[config.mk]
export PLATFORM = sky130hd
export DESIGN_NAME = asp_shim
export DESIGN_NICKNAME = d
export VERILOG_FILES = /design/src/rtl/asp_mem_pkg.sv /design/src/rtl/asp_irq_pkg.sv /design/src/rtl/wr_burst_fsm.sv /design/src/rtl/burst_beat_counter.sv /design/src/rtl/local_mem_bridge.sv /design/src/rtl/traffic_counters.sv /design/src/rtl/irq_aggregator.sv /design/src/rtl/asp_shim.sv
export SDC_FILE = /design/constraint.sdc
export NUM_CORES = 1
export LEC_CHECK = 0
export ABC_AREA = 1
export BUFFER_PORTS_ARGS = -buffer_cell sky130_fd_sc_hd__buf_2
export CAP_MARGIN = 20
export CELL_PAD_IN_SITES_DETAIL_PLACEMENT = 2
export CELL_PAD_IN_SITES_GLOBAL_PLACEMENT = 2
export CORE_AREA = 2 2 520 522
export CTS_BUF_LIST = sky130_fd_sc_hd__clkbuf_8
export CTS_CLUSTER_DIAMETER = 200
export DETAILED_ROUTE_END_ITERATION = 7
export DIE_AREA = 0 0 522 524
export MAX_ROUTING_LAYER = met4
export PLACE_DENSITY_LB_ADDON = 0.15
export REMOVE_ABC_BUFFERS = 1
export SYNTH_ARGS = -nofsm -noshare
export SYNTH_HDL_FRONTEND = slang
export SYNTH_SLANG_ARGS = --single-unit
[constraint.sdc]
create_clock -name clk -period 2.7 [get_ports clk]
set_input_delay 0.54 -clock clk [delete_from_list [all_inputs] [get_ports clk]]
set_output_delay 0.54 -clock clk [all_outputs]
set_load 0.01 [all_outputs]
[src/rtl/asp_mem_pkg.sv]
// local-memory write path definitions
// widths and vector types shared by the kernel and memory sides of the shim
package asp_mem_pkg;

  // kernel byte address and memory word address
  localparam int KMEM_ADDR_WIDTH  = 32;
  localparam int WORD_BYTE_OFFSET = 6;   // 64-byte memory word
  localparam int EMIF_ADDR_WIDTH  = KMEM_ADDR_WIDTH - WORD_BYTE_OFFSET;

  // write payload
  localparam int DATA_WIDTH  = 512;
  localparam int BE_WIDTH    = 64;
  localparam int BURST_WIDTH = 5;        // burst counts 1..16

  // bursts written but not yet acknowledged by memory
  localparam int MAX_OUTSTANDING = 4;

  typedef logic [KMEM_ADDR_WIDTH-1:0] kmem_addr_t;
  typedef logic [EMIF_ADDR_WIDTH-1:0] emif_addr_t;
  typedef logic [DATA_WIDTH-1:0]      data_t;
  typedef logic [BE_WIDTH-1:0]        be_t;
  typedef logic [BURST_WIDTH-1:0]     burst_t;

  // write burst tracking
  typedef enum logic {
    IDLE,
    IN_BURST
  } burst_state_t;

endpackage

[src/rtl/asp_irq_pkg.sv]
// interrupt and debug counter definitions
// line positions, synchronizer depth and counter width
package asp_irq_pkg;

  localparam int NUM_IRQ_LINES = 4;

  // line positions in the interrupt vector
  localparam int KERNEL_IRQ_BIT  = 0;
  localparam int DMA_H2F_IRQ_BIT = 1;
  localparam int DMA_F2H_IRQ_BIT = 2;  // line 3 unused

  // flops on the kernel interrupt
  localparam int IRQ_SYNC_STAGES = 3;

  // debug traffic counters
  localparam int CNT_WIDTH = 32;

  typedef logic [NUM_IRQ_LINES-1:0] irq_vec_t;
  typedef logic [CNT_WIDTH-1:0]     count_t;

endpackage

[src/rtl/wr_burst_fsm.sv]
// write burst tracker
// knows whether a burst is open, flags its first beat and its completion
`timescale 1ns/1ps

module wr_burst_fsm (
  input  logic                clk,
  input  logic                reset,
  input  logic                accepted,
  input  asp_mem_pkg::burst_t kmem_burstcount,
  input  logic                last_beat,
  output logic                first_beat,
  output logic                burst_done
);

  asp_mem_pkg::burst_state_t state;
  asp_mem_pkg::burst_state_t state_next;

  assign first_beat = (state == asp_mem_pkg::IDLE);
  assign burst_done = accepted && last_beat;  // completes on the accepted last beat

  always_comb
  begin
    state_next = state;
    if (accepted)
    begin
      if (last_beat)
        state_next = asp_mem_pkg::IDLE;
      else
        state_next = asp_mem_pkg::IN_BURST;
    end
  end

  always_ff @(posedge clk)
  begin
    if (reset)
      state <= asp_mem_pkg::IDLE;
    else
      state <= state_next;
  end

  // a burst can only close on a beat that the bridge actually took
  assert property (@(posedge clk) disable iff (reset)
    burst_done |-> accepted);

  // kernel must open every burst with a legal length
  assert property (@(posedge clk) disable iff (reset)
    (accepted && first_beat) |->
      (kmem_burstcount != '0 && kmem_burstcount <= asp_mem_pkg::burst_t'(16)));

endmodule

[src/rtl/burst_beat_counter.sv]
// beat counter for the open write burst
// loads on the first beat, counts down and flags the last beat
`timescale 1ns/1ps

module burst_beat_counter (
  input  logic                clk,
  input  logic                reset,
  input  logic                accepted,
  input  logic                first_beat,
  input  asp_mem_pkg::burst_t kmem_burstcount,
  output logic                last_beat
);

  asp_mem_pkg::burst_t remaining;  // beats still to come after the current one

  // burst count only valid on the first beat
  assign last_beat = first_beat ? (kmem_burstcount == asp_mem_pkg::burst_t'(1))
                                : (remaining == asp_mem_pkg::burst_t'(1));

  always_ff @(posedge clk)
  begin
    if (reset)
    begin
      remaining <= '0;
    end
    else if (accepted)
    begin
      if (first_beat)
        remaining <= kmem_burstcount - asp_mem_pkg::burst_t'(1);
      else
        remaining <= remaining - asp_mem_pkg::burst_t'(1);
    end
  end

  // mid-burst beats always have something left to count
  assert property (@(posedge clk) disable iff (reset)
    (accepted && !first_beat) |-> (remaining != '0));

endmodule

[src/rtl/local_mem_bridge.sv]
// local-memory write bridge
// forwards kernel writes, tracks outstanding bursts and returns write acks
`timescale 1ns/1ps

module local_mem_bridge (
  input  logic                    clk,
  input  logic                    reset,

  input  logic                    kmem_write,
  input  asp_mem_pkg::kmem_addr_t kmem_address,
  input  asp_mem_pkg::data_t      kmem_writedata,
  input  asp_mem_pkg::be_t        kmem_byteenable,
  input  asp_mem_pkg::burst_t     kmem_burstcount,
  output logic                    kmem_waitrequest,
  output logic                    kmem_writeack,

  output logic                    emif_write,
  output asp_mem_pkg::emif_addr_t emif_address,
  output asp_mem_pkg::data_t      emif_writedata,
  output asp_mem_pkg::be_t        emif_byteenable,
  output asp_mem_pkg::burst_t     emif_burstcount,
  input  logic                    emif_waitrequest,
  input  logic                    emif_writeresponsevalid,

  input  logic                    burst_done,
  output logic                    accepted,
  output logic                    ack_pulse
);

  localparam int OUTST_WIDTH = $clog2(asp_mem_pkg::MAX_OUTSTANDING + 1);

  logic [OUTST_WIDTH-1:0] outstanding;  // bursts awaiting a response
  logic                   full;

  // straight through, byte address becomes word address
  assign emif_write      = kmem_write;
  assign emif_address    = kmem_address[asp_mem_pkg::KMEM_ADDR_WIDTH-1:
                                        asp_mem_pkg::WORD_BYTE_OFFSET];
  assign emif_writedata  = kmem_writedata;
  assign emif_byteenable = kmem_byteenable;
  assign emif_burstcount = kmem_burstcount;

  // a response in this cycle frees a slot right away
  assign full = (outstanding == OUTST_WIDTH'(asp_mem_pkg::MAX_OUTSTANDING))
                && !emif_writeresponsevalid;

  assign kmem_waitrequest = emif_waitrequest || full;
  assign accepted         = kmem_write && !kmem_waitrequest;
  assign ack_pulse        = kmem_writeack;

  always_ff @(posedge clk)
  begin
    if (reset)
    begin
      outstanding   <= '0;
      kmem_writeack <= 1'b0;
    end
    else
    begin
      kmem_writeack <= emif_writeresponsevalid;  // one ack per response, a cycle later
      case ({burst_done, emif_writeresponsevalid})
        2'b10:   outstanding <= outstanding + OUTST_WIDTH'(1);
        2'b01:   outstanding <= outstanding - OUTST_WIDTH'(1);
        default: outstanding <= outstanding;     // both or neither
      endcase
    end
  end

  // memory answers only bursts that were completed earlier
  assert property (@(posedge clk) disable iff (reset)
    emif_writeresponsevalid |-> (outstanding != '0));

  assert property (@(posedge clk) disable iff (reset)
    outstanding <= OUTST_WIDTH'(asp_mem_pkg::MAX_OUTSTANDING));

endmodule

[src/rtl/traffic_counters.sv]
// debug traffic counters
// accepted bursts, accepted beats and write acks, wrapping at full width
`timescale 1ns/1ps

module traffic_counters (
  input  logic                clk,
  input  logic                reset,
  input  logic                accepted,
  input  logic                burst_done,
  input  logic                ack_pulse,
  output asp_irq_pkg::count_t burst_count,
  output asp_irq_pkg::count_t beat_count,
  output asp_irq_pkg::count_t ack_count
);

  localparam int NUM_CNT   = 3;
  localparam int BURST_IDX = 0;
  localparam int BEAT_IDX  = 1;
  localparam int ACK_IDX   = 2;

  logic [NUM_CNT-1:0]  inc;
  asp_irq_pkg::count_t cnt [NUM_CNT];

  // event per counter slot
  assign inc[BURST_IDX] = burst_done;
  assign inc[BEAT_IDX]  = accepted;
  assign inc[ACK_IDX]   = ack_pulse;

  always_ff @(posedge clk)
  begin
    if (reset)
    begin
      for (int i = 0; i < NUM_CNT; i++)
        cnt[i] <= '0;
    end
    else
    begin
      for (int i = 0; i < NUM_CNT; i++)
      begin
        if (inc[i])
          cnt[i] <= cnt[i] + asp_irq_pkg::count_t'(1);  // wraps
      end
    end
  end

  assign burst_count = cnt[BURST_IDX];
  assign beat_count  = cnt[BEAT_IDX];
  assign ack_count   = cnt[ACK_IDX];

  // acks can never run ahead of the bursts that caused them
  assert property (@(posedge clk) disable iff (reset)
    (burst_count == '0) |-> (ack_count == '0));

endmodule

[src/rtl/irq_aggregator.sv]
// interrupt aggregator
// syncs the kernel interrupt and builds the interrupt vector
`timescale 1ns/1ps

module irq_aggregator (
  input  logic                  clk,
  input  logic                  reset,
  input  logic                  kernel_irq,
  input  logic                  dma_irq_h2f,
  input  logic                  dma_irq_f2h,
  output asp_irq_pkg::irq_vec_t irq
);

  logic [asp_irq_pkg::IRQ_SYNC_STAGES-1:0] kernel_irq_sync;

  always_ff @(posedge clk)
  begin
    if (reset)
      kernel_irq_sync <= '0;
    else
      kernel_irq_sync <= {kernel_irq_sync[asp_irq_pkg::IRQ_SYNC_STAGES-2:0], kernel_irq};
  end

  always_comb
  begin
    irq = '0;  // unused lines stay low
    irq[asp_irq_pkg::KERNEL_IRQ_BIT]  = kernel_irq_sync[asp_irq_pkg::IRQ_SYNC_STAGES-1];
    irq[asp_irq_pkg::DMA_H2F_IRQ_BIT] = dma_irq_h2f;
    irq[asp_irq_pkg::DMA_F2H_IRQ_BIT] = dma_irq_f2h;
  end

endmodule

[src/rtl/asp_shim.sv]
// kernel-side memory and interrupt shim
// write path to local memory, write acks, interrupt vector and debug counters
`timescale 1ns/1ps

module asp_shim (
  input  logic                    clk,
  input  logic                    reset,

  // kernel write channel
  input  logic                    kmem_write,
  input  asp_mem_pkg::kmem_addr_t kmem_address,
  input  asp_mem_pkg::data_t      kmem_writedata,
  input  asp_mem_pkg::be_t        kmem_byteenable,
  input  asp_mem_pkg::burst_t     kmem_burstcount,
  output logic                    kmem_waitrequest,
  output logic                    kmem_writeack,

  // memory controller write channel
  output logic                    emif_write,
  output asp_mem_pkg::emif_addr_t emif_address,
  output asp_mem_pkg::data_t      emif_writedata,
  output asp_mem_pkg::be_t        emif_byteenable,
  output asp_mem_pkg::burst_t     emif_burstcount,
  input  logic                    emif_waitrequest,
  input  logic                    emif_writeresponsevalid,

  // interrupts
  input  logic                    kernel_irq,
  input  logic                    dma_irq_h2f,
  input  logic                    dma_irq_f2h,
  output asp_irq_pkg::irq_vec_t   irq,

  // debug counters
  output asp_irq_pkg::count_t     burst_count,
  output asp_irq_pkg::count_t     beat_count,
  output asp_irq_pkg::count_t     ack_count
);

  logic accepted;    // beat taken this cycle
  logic first_beat;
  logic last_beat;
  logic burst_done;
  logic ack_pulse;

  local_mem_bridge i_bridge (
    .clk                     (clk),
    .reset                   (reset),
    .kmem_write              (kmem_write),
    .kmem_address            (kmem_address),
    .kmem_writedata          (kmem_writedata),
    .kmem_byteenable         (kmem_byteenable),
    .kmem_burstcount         (kmem_burstcount),
    .kmem_waitrequest        (kmem_waitrequest),
    .kmem_writeack           (kmem_writeack),
    .emif_write              (emif_write),
    .emif_address            (emif_address),
    .emif_writedata          (emif_writedata),
    .emif_byteenable         (emif_byteenable),
    .emif_burstcount         (emif_burstcount),
    .emif_waitrequest        (emif_waitrequest),
    .emif_writeresponsevalid (emif_writeresponsevalid),
    .burst_done              (burst_done),
    .accepted                (accepted),
    .ack_pulse               (ack_pulse)
  );

  wr_burst_fsm i_burst_fsm (
    .clk             (clk),
    .reset           (reset),
    .accepted        (accepted),
    .kmem_burstcount (kmem_burstcount),
    .last_beat       (last_beat),
    .first_beat      (first_beat),
    .burst_done      (burst_done)
  );

  burst_beat_counter i_beat_counter (
    .clk             (clk),
    .reset           (reset),
    .accepted        (accepted),
    .first_beat      (first_beat),
    .kmem_burstcount (kmem_burstcount),
    .last_beat       (last_beat)
  );

  traffic_counters i_counters (
    .clk         (clk),
    .reset       (reset),
    .accepted    (accepted),
    .burst_done  (burst_done),
    .ack_pulse   (ack_pulse),
    .burst_count (burst_count),
    .beat_count  (beat_count),
    .ack_count   (ack_count)
  );

  irq_aggregator i_irq (
    .clk         (clk),
    .reset       (reset),
    .kernel_irq  (kernel_irq),
    .dma_irq_h2f (dma_irq_h2f),
    .dma_irq_f2h (dma_irq_f2h),
    .irq         (irq)
  );

endmodule

After elaboration in Yosys (flattened, before gate mapping). Memories as Yosys holds them, arrays and structs flattened. Index checks and enable logic that the tools add are counted.

Bits in writable memories: 96. Flip-flop bits (word level): 13. Input bits: 621. Output and inout port bits: 710. Logic and storage cells: 46. Memories: 1.

Equal/unequal tests: 5. Bitwise logic cells: 3. Muxes and demuxes: 18. Add/subtract/negate cells: 7. Reductions and logical operators: 7.

Memory list: i_counters.cnt (depth 3, bits a word 32, read ports 3, clocked after memory_dff 0, write ports 3, line traffic_counters.sv:22) `asp_irq_pkg::count_t cnt [NUM_CNT];`.

Operators by type and width (count): adder 32 x 1 -> 32 bit, second input constant (3); two-way mux 32 bit (3); two-way mux 1 bit (13); equality test 5 x 1 -> 1 bit, second input constant (2); subtractor 5 x 1 -> 5 bit, second input constant (2); one-hot mux 3 bit (2 select lines) (1); two-way mux 5 bit (1); adder 3 x 1 -> 3 bit, second input constant (1); equality test 3 bit, second input constant (1); logical AND 1 bit (3); bitwise OR 1 bit (3); subtractor 3 x 1 -> 3 bit, second input constant (1); equality test 2 x 1 -> 1 bit, second input constant (1); equality test 2 bit, second input constant (1); zero test 1 bit (2); nonzero test 2 bit (1); logical OR 1 bit (1).

Longest topological paths before layout. Gate-level depths: netlist (run 1).

Word-level depth: 10. Mapped depth: 14. Gate-level depth less buffers: 14.

Hierarchy. Synthesis (run 1) repeated with hierarchy kept, for this count alone.

Cells, all modules: 1497. Area, all modules: 11223.3 um2.

By module, submodules not included: traffic_counters (area each 5819.3 um2, sequential area each 2882.8 um2, cells an instance 767, times used 1); local_mem_bridge (area each 4800.9 um2, sequential area each 80.1 um2, cells an instance 641, times used 1); burst_beat_counter (area each 437.9 um2, sequential area each 100.1 um2, cells an instance 67, times used 1); irq_aggregator (area each 116.4 um2, sequential area each 60.1 um2, cells an instance 14, times used 1); wr_burst_fsm (area each 48.8 um2, sequential area each 20.0 um2, cells an instance 8, times used 1).

Least setup slack after synthesis (run 1). Ideal clock, no wire load.

Path type: input port to flip-flop. Start point: input port kmem_burstcount[1]. End point: memory i_counters.cnt[0][0] (netlist bit), enable pin. Arrival: 1740 ps. Setup slack: 570 ps. Stages: 8. Data required time: 2310 ps. Path through: inv_1 -> ha_1 -> nand3b_1 -> nand2_1 -> nand2_1 -> inv_1 -> nand2_1 -> nand2_1.

RTL lines: from (decl) (line asp_shim.sv:14) `input asp_mem_pkg::burst_t kmem_burstcount,`; to (decl) (line traffic_counters.sv:22).

Worst setup path in the final report (run 1).
Start point: register i_beat_counter.remaining[1]. End point: register i_bridge.outstanding[2].

Longest elaborated chain between the ends: 5.

RTL lines: from (decl) (line burst_beat_counter.sv:14) `asp_mem_pkg::burst_t remaining;`; from (signal assigned) (line burst_beat_counter.sv:29) `remaining <= kmem_burstcount - asp_mem_pkg::burst_t'(1);`; from (signal assigned) (line burst_beat_counter.sv:31) `remaining <= remaining - asp_mem_pkg::burst_t'(1);`; equality test 5 x 1 -> 1 bit * (line burst_beat_counter.sv:18) `: (remaining == asp_mem_pkg::burst_t'(1));`; two-way mux 1 bit * (line burst_beat_counter.sv:17) `assign last_beat = first_beat ? (kmem_burstcount == asp_mem_pkg::burst_t'(1))`; logical AND 1 bit * (line wr_burst_fsm.sv:19) `assign burst_done = accepted && last_beat;`; equality test 2 x 1 -> 1 bit / equality test 2 bit (equally long branches) (line local_mem_bridge.sv:61) `case ({burst_done, emif_writeresponsevalid})`; one-hot mux 3 bit (2 select lines) / nonzero test 2 bit (equally long branches); to (signal assigned) (line local_mem_bridge.sv:62) `2'b10: outstanding <= outstanding + OUTST_WIDTH'(1);`; to (signal assigned) (line local_mem_bridge.sv:63) `2'b01: outstanding <= outstanding - OUTST_WIDTH'(1);`; to (signal assigned) (line local_mem_bridge.sv:64) `default: outstanding <= outstanding;`; to (decl) (line local_mem_bridge.sv:32) `logic [OUTST_WIDTH-1:0] outstanding;`.

Mark *: on every way between the ends. The rest lies on a longest branch, timed or not. A chain may end at the register's enable or synchronous reset.

==> metrics.log, run 1 <==
INFO  metric status = completed
INFO  metric synth.top_cell.area_share = 39.6%
INFO  metric grt_start_max_net_pins = 37
INFO  metric cts-resized-gates = 0
INFO  metric dieHeight = 524 um
INFO  metric data_arrival_at_the_endpoint_of_the_critical_path = 2810 ps
INFO  metric yosysWarningCount = 0
INFO  metric drtPass1Iterations = 4
INFO  metric finalWeightedCongestion = 1.47
INFO  metric leading_post_synthesis_cells_by_cell_area = sky130_fd_sc_hd__buf_4 40%, sky130_fd_sc_hd__edfxtp_1 25%, sky130_fd_sc_hd__nand2_1 8.8%
INFO  metric globalRouteOverflowTotal = 0
INFO  metric via_count_of_the_first_global_routing_pass = 9895
INFO  metric critical_path_class = flop to flop
INFO  metric slew_viol_final = 0
INFO  metric drt-total-wl = 467000 um
INFO  metric leakage = 0.00346 uW
INFO  metric p_int = 2580 uW
INFO  metric std_cell_rows = 190
INFO  metric post-route-drc-count = 0
INFO  metric synth_enable_flop_cells = 96
INFO  metric number_of_placed_instances_taps_included = 4633
INFO  metric synth.yosys.seq_area_share = 27.0%
INFO  metric crit_path_end_kind = flop
INFO  metric synth_xor_area_share = 3.15%
INFO  metric critPathMaxFanout = 5
INFO  metric synth.ff_latch_count = 109
INFO  metric power.combinational.fraction = 18.6%
INFO  metric hold_buf_cts = 0
INFO  metric switching_share = 42.3%
INFO  metric seq_power_share = 48.8%
INFO  metric clk_latency = 600 ps
INFO  metric iteration_0_drc_markers = 1030
INFO  metric timing_hold_violations_final = 0
INFO  metric power.net_switching = 1890 uW
INFO  metric global_route.usage.met2 = 57.6%
INFO  metric max_slew.worst_pin.slew = 582 ps
INFO  metric combinational_family_with_the_most_area_after_synthesis = buffers and inverters
INFO  metric tritoncts_clock_tree = done
INFO  metric worstPathBufferInverterCount = 4
INFO  metric fp.dieArea = 0.274 mm^2
INFO  metric final-instance-count-excl-fill = 4655
INFO  metric root_buffer = sky130_fd_sc_hd__clkbuf_8
INFO  metric power.clock.fraction = 32.6%
INFO  metric clock-sinks = 109
INFO  metric crit_path_max_incr_delay = 380 ps
INFO  metric yosys.area_share.simple = 22.5%
INFO  metric grt_setup_unrepaired = no
INFO  metric max_freq = 423 MHz
INFO  metric cp.required = 3150 ps
INFO  metric min-delay-path-class = primary input to flop
INFO  metric vdd.ir_drop.worst = 0.000270 V
INFO  metric max-clock-path-buffers = 2
INFO  metric netlist_instances = 1532
INFO  metric die_x = 522 um
INFO  metric synthAdderAreaFrac = 1.03%
INFO  metric fin_skew = 91.7 ps
INFO  metric startpoint_type = flop
INFO  metric yosys.cell_count.top_type = sky130_fd_sc_hd__buf_4
INFO  metric path_cells = inv_1 > ha_1 > nand3_1 > nand2_1 > nand2_1 > inv_1 > nand2_1 > ha_1 > inv_1 > fa_1 > buf_4 > o21ai_0 > o21ai_0 > a21oi_1
INFO  metric syn_avg_cell_area = 7.59 um^2
INFO  metric ant_nets = 0
INFO  metric global_route.usage.met1 = 8.88%
INFO  metric slew_headroom = 61.1%
INFO  metric syn_to_final_growth = 8.95%
INFO  metric tritoncts.num_buffers = 9
INFO  metric tns = 0 ps
INFO  metric critical_path.top_delay_family = adder cells
INFO  metric postSynth.topFlopCell = sky130_fd_sc_hd__edfxtp_1
INFO  metric synth_top_area_cell = sky130_fd_sc_hd__buf_4
INFO  metric sequential_area = 0.00314 mm^2
INFO  metric vias_per_cell = 2.49
INFO  metric drive_gt1_share = 24.0%
INFO  metric placeable_area = 0.267 mm^2
INFO  metric postCtsSetupBuffers = 0
INFO  metric drv_cap = 0
INFO  metric clock_tree.htree_level_count = 3
INFO  metric groute.usage.overall = 34.2%
INFO  metric multiInputGateArea = 0.00345 mm^2
INFO  metric post-route-min-period = 2370 ps
INFO  metric grt_most_used_layer = met2
INFO  metric wire_per_inst = 100 um
INFO  metric post_synth_most_frequent_cells = 613 x sky130_fd_sc_hd__buf_4, 274 x sky130_fd_sc_hd__nand2_1, 172 x sky130_fd_sc_hd__nor2_1, 96 x sky130_fd_sc_hd__edfxtp_1, 95 x sky130_fd_sc_hd__inv_1
INFO  metric initial_antenna_violation_count = 4
INFO  metric start_util = 4.35%
INFO  metric route.vias.total = 11607
INFO  metric gr-usage-met3 = 47.9%
INFO  metric post_synth_mux_area_share = 0.0861%
INFO  metric finalCritPeriodShare = 87.6%
INFO  metric dp.final_hpwl = 455000 um
INFO  metric post_synth_num_cell_types = 32
INFO  metric grt_pass1_wl = 490000 um
INFO  metric mappedNetlistArea = 0.0116 mm^2
INFO  metric ios = 1331
INFO  metric power_per_cell_area = 353 mW/mm^2
INFO  metric async_flop_share = 0%
INFO  metric final_core_utilization = 4.74%
INFO  metric design.final.nets = 1722
INFO  metric report.final.setup_viol = 0
INFO  metric cts.reportedPaths.clkPinSlew = 140 ps
INFO  metric synth_compound_area_share = 2.74%
INFO  metric portBuffers = 115
INFO  metric cpMaxStageDelayCell = sky130_fd_sc_hd__fa_1
INFO  metric filler_cell_count = 31869
==> placed cells by master (no fill, tap or decap), drive strengths merged <==
cell type / netlist / routed
a21oi: 51 / 51
nand3: 61 / 61
o21ai: 12 / 12
dfxtp: 13 / 13
nor3: 2 / 2
inv: 101 / 106
clkinv: 0 / 2
nor2: 217 / 217
xnor2: 17 / 17
buf: 622 / 171
or2: 2 / 2
edfxtp: 96 / 96
fa: 1 / 1
nand2: 292 / 292
clkbuf: 0 / 9
xor2: 24 / 24
nand3b: 1 / 1
ha: 8 / 8
mux2i: 1 / 1
diode: 0 / 6
nand4: 10 / 10
conb: 1 / 1
==> registers in the layout (all words and copies together), names as in the netlist <==
name                      cells
i_bridge.ack_pulse            1
i_counters.cnt               96
i_irq.kernel_irq_sync         3
i_bridge.outstanding          3
i_beat_counter.remaining      5
i_burst_fsm.state             1
==> routing by layer <==
layer,wire length (um),vias to the layer above
met5,0,-
met2,228000,2958
met3,140000,332
li1,-,3280
met4,51400,0
met1,47600,5037
==> cell families after synthesis <==
family | after synthesis
adder cells (fa/ha/maj) | 9
XOR/XNOR | 41
flip-flops | 109
AO/OA/AOI/OAI | 63
buffers and inverters | 723
multiplexers | 1
AND/OR/NAND/NOR | 585
other | 1
==> stage by stage <==
step	hold WS, ps	cell area, um^2	worst slack [ps]	total power [uW]
2_1_floorplan	388	6960	569	2460
3_3_place_gp	396	12500	-269	3080
3_5_place_dp	412	12500	-172	3080
4_1_cts	111	12700	233	4670
5_1_grt	170	12700	40.6	4670
6_report	222	12700	334	4470
==> final cells by class <==
| type | instances | share of cell area (%) |
|---|---|---|
| clock buffer | 9 | 0.978 |
| tap | 3552 | 35.1 |
| timing repair buffer | 171 | 8.36 |
| clock inverter | 7 | 0.435 |
| antenna | 6 | 0.119 |
| inverter | 101 | 2.99 |
| sequential | 109 | 24.8 |
| multi-input combinational | 700 | 27.2 |
==> path summary, 6_finish.rpt <==
kind,startpoint,to,slack [ps],cells past startpoint
worst min register to register,i_irq.kernel_irq_sync[0]$_SDFF_PP0_,i_irq.kernel_irq_sync[1]$_SDFF_PP0_,430,2
worst max-delay path,i_beat_counter.remaining[1]$_SDFFE_PP0P_,i_bridge.outstanding[2]$_SDFFE_PP0P_,330,14
worst max register to register,i_beat_counter.remaining[1]$_SDFFE_PP0P_,i_bridge.outstanding[2]$_SDFFE_PP0P_,330,14
worst min-delay path,kernel_irq,i_irq.kernel_irq_sync[0]$_SDFF_PP0_,220,3
==> power groups by stage <==
stage               registers, uW  logic (uW)  clock network [uW]
floorplan                    2170         284                   0
global placement             2230         852                   0
detailed placement           2230         855                   0
CTS                          2190         858                1620
global route                 2200         901                1570
finish                       2180         830                1460
==> worst min-delay path, delay by kind of cell <==
kind	cells	cell delay [ps]
buffers and inverters	2	150
and+or+nand+nor	1	30
Power figures use the tool's default switching activity.
==> run 2, diff against run 1 <==
Settings changed: PLACE_DENSITY_LB_ADDON 0.15 to 0.08.
==> run 2 against run 1 <==
  * Sequential cell count did not move
  * Largest cell class unchanged
  * Via count fell by 1.0%
  * Clock skew is 20 ps lower
  * Sequential share of layout area down 0.39 points
  * Largest power group unchanged
==> metrics.log, run 2 (synthesized netlist as in run 1, its figures left out) <==
INFO  metric drive_gt1_share = 25.1% (+1.2 points)
INFO  metric worst_reg_to_reg_cells = 8 (-6)
INFO  metric initial_antenna_violation_count = 10 (+6)
INFO  metric placeable_area = 0.267 mm^2 (unchanged)
INFO  metric wire_per_inst = 101 um (+0.51%)
INFO  metric status = completed
INFO  metric tns = 0 ps (unchanged)
INFO  metric grt_pass1_wl = 496000 um (+1.1%)
INFO  metric drt-total-wl = 471000 um (+0.99%)
INFO  metric min-delay-path-class = primary input to flop
INFO  metric holdPathStages = 3 (unchanged)
INFO  metric worst_hold_path.endpoint = i_irq.kernel_irq_sync[0]$_SDFF_PP0_
INFO  metric via_count_of_the_first_global_routing_pass = 9995 (+1.0%)
INFO  metric dp.final_hpwl = 459000 um (+0.86%)
INFO  metric grt_start_max_net_pins = 36 (-2.7%)
INFO  metric startpoint_type = flop
INFO  metric cts.reportedPaths.clkPinSlew = 240 ps (+100 ps)
INFO  metric data_arrival_at_the_endpoint_of_the_critical_path = 2810 ps (about the same)
INFO  metric portBuffers = 115 (unchanged)
INFO  metric ios = 1331 (unchanged)
INFO  metric tritoncts_clock_tree = done
INFO  metric final_core_utilization = 4.81% (+0.075 points)
INFO  metric max_freq = 426 MHz (+0.82%)
INFO  metric cp_common_cell = sky130_fd_sc_hd__nand2_1
INFO  metric globalRouteOverflowTotal = 0 (unchanged)
INFO  metric timing_hold_violations_final = 0 (unchanged)
INFO  metric reg2reg_from = i_counters.cnt[0][85]$_SDFFCE_PP0P_
INFO  metric clock_tree.htree_level_count = 3 (unchanged)
INFO  metric dieHeight = 524 um (unchanged)
INFO  metric leakage = 0.00357 uW (+3.2%)
INFO  metric design.final.nets = 1739 (+0.99%)
INFO  metric finalWeightedCongestion = 1.47 (-0.13%)
INFO  metric slew_viol_final = 0 (unchanged)
INFO  metric largest_register_ffs = 96 (unchanged)
INFO  metric critical_path_class = flop to flop
INFO  metric timing.critical_path.from = i_counters.cnt[0][85]$_SDFFCE_PP0P_
INFO  metric tritoncts.num_buffers = 9 (unchanged)
INFO  metric register_with_the_most_flip_flops = i_counters.cnt
INFO  metric vias_per_cell = 2.46 (-1.5%)
INFO  metric fin_skew = 71.5 ps (-20.2 ps)
INFO  metric critPathMaxFanout = 5 (unchanged)
INFO  metric syn_to_final_growth = 10.7%
INFO  metric root_buffer = sky130_fd_sc_hd__clkbuf_8
INFO  metric grt_setup_unrepaired = no
INFO  metric slew_headroom = 51.8% (-9.3 points)
INFO  metric vdd.ir_drop.worst = 0.000335 V (+24%)
INFO  metric whs = 105 ps (-117 ps)
INFO  metric hold_buf_cts = 0 (unchanged)
INFO  metric critical_path.top_delay_family = simple AND/OR/NAND/NOR gates
INFO  metric worstPathBufferInverterCount = 1 (-3)
INFO  metric cpMaxStageDelayCell = sky130_fd_sc_hd__edfxtp_1
INFO  metric cp.required = 3160 ps (about the same)
INFO  metric finalCritPeriodShare = 86.9% (-0.72 points)
INFO  metric max-clock-path-buffers = 2 (unchanged)
INFO  metric post-route-drc-count = 0 (unchanged)
INFO  metric die_x = 522 um (unchanged)
INFO  metric power_per_cell_area = 360 mW/mm^2 (+1.9%)
INFO  metric crit_path_end_kind = flop
INFO  metric ant_nets = 0 (unchanged)
INFO  metric hp-start = kernel_irq
INFO  metric max_slew.worst_pin.slew = 721 ps (+139 ps)
INFO  metric report.final.setup_viol = 0 (unchanged)
INFO  metric std_cell_rows = 190 (unchanged)
INFO  metric r2r_slack = 350 ps (+20 ps)
INFO  metric layout.cells.most_common_list = 271 x sky130_fd_sc_hd__nand2_1, 172 x sky130_fd_sc_hd__nor2_1, 115 x sky130_fd_sc_hd__buf_2
INFO  metric postCtsSetupBuffers = 0 (unchanged)
INFO  metric groute.usage.overall = 34.6% (+0.39 points)
INFO  metric iteration_0_drc_markers = 1065 (+3.4%)
INFO  metric cts-resized-gates = 0 (unchanged)
INFO  metric r2r_end = i_counters.cnt[0][89]$_SDFFCE_PP0P_
INFO  metric drv_cap = 0 (unchanged)
INFO  metric path_cells = nand2_1 > nor2_1 > nand2_1 > nor2_1 > buf_4 > nand2_1 > nand2_1 > a21oi_1
INFO  metric final_common_cell = sky130_fd_sc_hd__nand2_1
INFO  metric route.vias.total = 11491 (-1.0%)
INFO  metric drtPass1Iterations = 4 (unchanged)
INFO  metric fp.dieArea = 0.274 mm^2 (unchanged)
INFO  metric crit_path_max_incr_delay = 770 ps (+390 ps)
INFO  metric largestRegisters = i_counters.cnt x96, i_beat_counter.remaining x5
INFO  metric total_power = 4630 uW (+3.5%)
INFO  metric clk_latency = 680 ps (+80 ps)
INFO  metric post-route-min-period = 2350 ps (-19.3 ps)
INFO  metric clock-sinks = 109 (unchanged)
INFO  metric start_util = 4.35% (unchanged)
-- run 2: cell types whose count changed in the layout (fill, tap and decap cells not counted) --
cell,previous run,this run
sky130_fd_sc_hd__buf_4,51,63
sky130_fd_sc_hd__buf_12,5,10
sky130_fd_sc_hd__diode_2,6,11
sky130_fd_sc_hd__inv_1,96,97
sky130_fd_sc_hd__inv_6,3,2
sky130_fd_sc_hd__nand2_1,272,271
sky130_fd_sc_hd__nand2_2,17,18
-- run 2: worst register-to-register path: cells and delay by family (launching register included) --
family	cells	cell delay, ps
compound gates	1	80
buf+inv	1	150
flops	1	770
simple gates	6	1160
-- run 2: routing by layer --
layer / global-route usage (%) / up-vias / part of all wire, %
li1: - / 3321 / -
met5: - / - / 0
met3: 47.5 / 338 / 29
met4: 30.5 / 0 / 11
met1: 9.90 / 4979 / 11
met2: 57.7 / 2853 / 48
-- run 2: area by class of cell --
cell class	count	area [um^2]
clock inverter	7	50.0
fill	31832	255000
multi-input combinational	700	3450
tap	3552	4440
timing repair buffer	188	1250
inverter	101	379
clock buffer	9	124
antenna	11	27.5
sequential	109	3140
-- run 2: report_power, final --
part / switching (uW) / internal (uW) / leakage (uW)
Sequential: 221 / 1970 / 0.00112
Combinational: 570 / 276 / 0.00235
Clock: 1250 / 343 / 0.0000986
-- run 2: worst max-delay path by stage --
stage / to / slack [ps] / depth (start not counted)
finish: i_counters.cnt[0][89]$_SDFFCE_PP0P_ / 350 / 8
global route: i_bridge.outstanding[2]$_SDFFE_PP0P_ / 150 / 14
CTS: kmem_waitrequest / 280 / 5
detailed placement: i_bridge.outstanding[2]$_SDFFE_PP0P_ / 130 / 15
global placement: i_bridge.outstanding[2]$_SDFFE_PP0P_ / 4 / 15
floorplan: i_counters.cnt[0][0]$_SDFFCE_PP0P_ / 570 / 8
-- run 2: metrics by stage --
stage	std cells	cell area [um^2]	setup slack [ps]
6_report	4677	12900	354
5_1_grt	4672	12900	149
4_1_cts	4666	12800	282
3_5_place_dp	4650	12700	126
3_3_place_gp	4650	12700	4.14
2_1_floorplan	910	6960	569
==> run 3, diff against run 2 <==
Settings changed: CELL_PAD_IN_SITES_DETAIL_PLACEMENT 2 to 0.
==> run 3 against run 2 <==
  * Routed wire length decreased by 0.20%
  * Die area stayed put
  * Sequential share of layout area about the same
  * Sequential power is essentially flat
  * Highest routed layer unchanged
==> metrics.log, run 3 (synthesized netlist as in run 1, its figures left out) <==
INFO  metric iteration_0_drc_markers = 1015 (-4.7%)
INFO  metric tritoncts_clock_tree = done
INFO  metric filler_cell_count = 31712 (-0.38%)
INFO  metric initial_antenna_violation_count = 7 (-3)
INFO  metric power.clock.fraction = 33.8% (-0.6 points)
INFO  metric p_int = 2580 uW (-0.11%)
INFO  metric start_util = 4.35% (unchanged)
INFO  metric vias_per_cell = 2.44 (-0.78%)
INFO  metric min-delay-path-class = primary input to flop
INFO  metric worst_hold_path.endpoint = i_irq.kernel_irq_sync[0]$_SDFF_PP0_
INFO  metric largest_register_ffs = 96 (unchanged)
INFO  metric critPathMaxFanout = 4 (-1)
INFO  metric largestRegisters = i_counters.cnt x96, i_beat_counter.remaining x5
INFO  metric clock-sinks = 109 (unchanged)
INFO  metric post-route-drc-count = 0 (unchanged)
INFO  metric finalWeightedCongestion = 1.47 (unchanged)
INFO  metric design.final.nets = 1739 (unchanged)
INFO  metric globalRouteOverflowTotal = 0 (unchanged)
INFO  metric number_of_placed_instances_taps_included = 4650 (unchanged)
INFO  metric layout.cells.most_common_list = 271 x sky130_fd_sc_hd__nand2_1, 172 x sky130_fd_sc_hd__nor2_1, 115 x sky130_fd_sc_hd__buf_2
INFO  metric register_with_the_most_flip_flops = i_counters.cnt
INFO  metric slew_headroom = 53.5% (+1.8 points)
INFO  metric leakage = 0.00356 uW (-0.22%)
INFO  metric report.final.setup_viol = 0 (unchanged)
INFO  metric portBuffers = 115 (unchanged)
INFO  metric grt_pass1_wl = 494000 um (-0.43%)
INFO  metric clock_tree.htree_level_count = 3 (unchanged)
INFO  metric drt-total-wl = 471000 um (-0.20%)
INFO  metric groute.usage.overall = 34.5% (-0.088 points)
INFO  metric hp-start = kernel_irq
INFO  metric seq_power_share = 47.9% (+0.6 points)
INFO  metric power.combinational.fraction = 18.4% (about the same)
INFO  metric root_buffer = sky130_fd_sc_hd__clkbuf_8
INFO  metric switching_share = 43.4% (-0.65 points)
INFO  metric wire_per_inst = 101 um (-0.20%)
INFO  metric cp.required = 3140 ps (-20 ps)
INFO  metric tritoncts.num_buffers = 9 (unchanged)
INFO  metric fin_skew = 55.0 ps (-16.4 ps)
INFO  metric worst_reg_to_reg_cells = 9 (+1)
INFO  metric ios = 1331 (unchanged)
INFO  metric holdPathStages = 3 (unchanged)
INFO  metric postCtsSetupBuffers = 0 (unchanged)
INFO  metric fp.dieArea = 0.274 mm^2 (unchanged)
INFO  metric via_count_of_the_first_global_routing_pass = 9592 (-4.0%)
INFO  metric reg2reg_from = i_counters.cnt[0][76]$_SDFFCE_PP0P_
INFO  metric drive_gt1_share = 25.1% (unchanged)
INFO  metric post-route-min-period = 2370 ps (+22.5 ps)
INFO  metric clk_latency = 660 ps (-20 ps)
INFO  metric startpoint_type = flop
INFO  metric power_per_cell_area = 355 mW/mm^2 (-1.3%)
INFO  metric power.net_switching = 1980 uW (-2.7%)
INFO  metric r2r_end = i_counters.cnt[0][83]$_SDFFCE_PP0P_
INFO  metric dp.final_hpwl = 458000 um (-0.20%)
INFO  metric status = completed
INFO  metric max-clock-path-buffers = 2 (unchanged)
INFO  metric data_arrival_at_the_endpoint_of_the_critical_path = 2810 ps (about the same)
INFO  metric route.vias.total = 11401 (-0.78%)
INFO  metric grt_start_max_net_pins = 36 (unchanged)
INFO  metric final_common_cell = sky130_fd_sc_hd__nand2_1
INFO  metric critical_path_class = flop to flop
INFO  metric max_slew.worst_pin.slew = 697 ps (-24.0 ps)
INFO  metric syn_to_final_growth = 10.7% (about the same)
INFO  metric dieHeight = 524 um (unchanged)
INFO  metric final-instance-count-excl-fill = 4677 (unchanged)
INFO  metric r2r_slack = 330 ps (-20 ps)
INFO  metric final_core_utilization = 4.81% (about the same)
INFO  metric grt_setup_unrepaired = no
INFO  metric placeable_area = 0.267 mm^2 (unchanged)
INFO  metric cts.reportedPaths.clkPinSlew = 210 ps (-30 ps)
INFO  metric std_cell_rows = 190 (unchanged)
INFO  metric finalCritPeriodShare = 87.7% (+0.83 points)
INFO  metric max_freq = 422 MHz (-0.95%)
INFO  metric die_x = 522 um (unchanged)
INFO  metric hold_buf_cts = 0 (unchanged)
INFO  metric tns = 0 ps (unchanged)
INFO  metric drv_cap = 0 (unchanged)
INFO  metric slew_viol_final = 0 (unchanged)
INFO  metric cts-resized-gates = 0 (unchanged)
INFO  metric drtPass1Iterations = 5 (+1)
INFO  metric crit_path_end_kind = flop
INFO  metric ant_nets = 0 (unchanged)
INFO  metric vdd.ir_drop.worst = 0.000319 V (-4.8%)
INFO  metric timing_hold_violations_final = 0 (unchanged)
[run 3: cell types whose count changed in the layout (fill, tap and decap cells not counted), sizes merged]
| cell | before | now |
|---|---|---|
| clkinvlp | 0 | 1 |
| inv | 106 | 105 |
[run 3: worst max-delay path by stage]
| stage | from | to | slack (ps) | depth (start not counted) |
|---|---|---|---|---|
| global placement | kmem_burstcount[1] | i_bridge.outstanding[2]$_SDFFE_PP0P_ | 4 | 15 |
| floorplan | kmem_burstcount[1] | i_counters.cnt[0][0]$_SDFFCE_PP0P_ | 570 | 8 |
| detailed placement | kmem_burstcount[1] | i_bridge.outstanding[2]$_SDFFE_PP0P_ | 220 | 15 |
| global route | i_beat_counter.remaining[1]$_SDFFE_PP0P_ | i_bridge.outstanding[2]$_SDFFE_PP0P_ | 150 | 14 |
| CTS | i_bridge.outstanding[0]$_SDFFE_PP0P_ | kmem_waitrequest | 290 | 5 |
| finish | i_counters.cnt[0][76]$_SDFFCE_PP0P_ | i_counters.cnt[0][83]$_SDFFCE_PP0P_ | 330 | 9 |
[run 3: critical path, stage by stage (launching register included)]
cell and delay [ps]:
sky130_fd_sc_hd__edfxtp_1 710, sky130_fd_sc_hd__nand2_2 220, sky130_fd_sc_hd__nor2_4 250, sky130_fd_sc_hd__nand2_1 90, sky130_fd_sc_hd__buf_4 200, sky130_fd_sc_hd__nor2_1 200, sky130_fd_sc_hd__buf_4 170, sky130_fd_sc_hd__nand2_1 90
sky130_fd_sc_hd__nand2_1 130, sky130_fd_sc_hd__a21oi_1 80
[run 3: metal layers]
metal,track usage (%),vias up,share of wire [%]
li1,-,3329,-
met1,9.71,4815,11
met2,57.7,2940,49
met3,47.7,317,30
met4,30.1,0,11
met5,-,-,0
[run 3: area by class of cell]
| cell class | count | area, um^2 | area share [%] |
|---|---|---|---|
| clock inverters | 7 | 48.8 | 0.379 |
| clock buffers | 9 | 124 | 0.963 |
| flip-flops and latches | 109 | 3140 | 24.4 |
| multi-input cells | 700 | 3450 | 26.8 |
| repair buffers | 188 | 1250 | 9.70 |
| diodes | 11 | 27.5 | 0.214 |
| inverters | 101 | 379 | 2.95 |
| well taps | 3552 | 4440 | 34.5 |
[run 3: power by group through the flow]
stage          Combinational [uW]  Clock [uW]  Sequential, uW
2_1_floorplan                 284           0            2170
3_3_place_gp                  889           0            2240
3_5_place_dp                  874           0            2240
4_1_cts                       878        1720            2200
5_1_grt                       920        1700            2210
6_report                      840        1540            2190
[run 3: through the flow]
step / setup slack (ps) / total power, uW / hold slack [ps] / instance area, um^2
3_3_place_gp: 4.14 / 3130 / 399 / 12700
6_report: 331 / 4570 / 128 / 12900
3_5_place_dp: 219 / 3110 / 406 / 12700
5_1_grt: 153 / 4830 / 69.7 / 12900
4_1_cts: 288 / 4800 / 23.9 / 12800
2_1_floorplan: 569 / 2460 / 388 / 6960
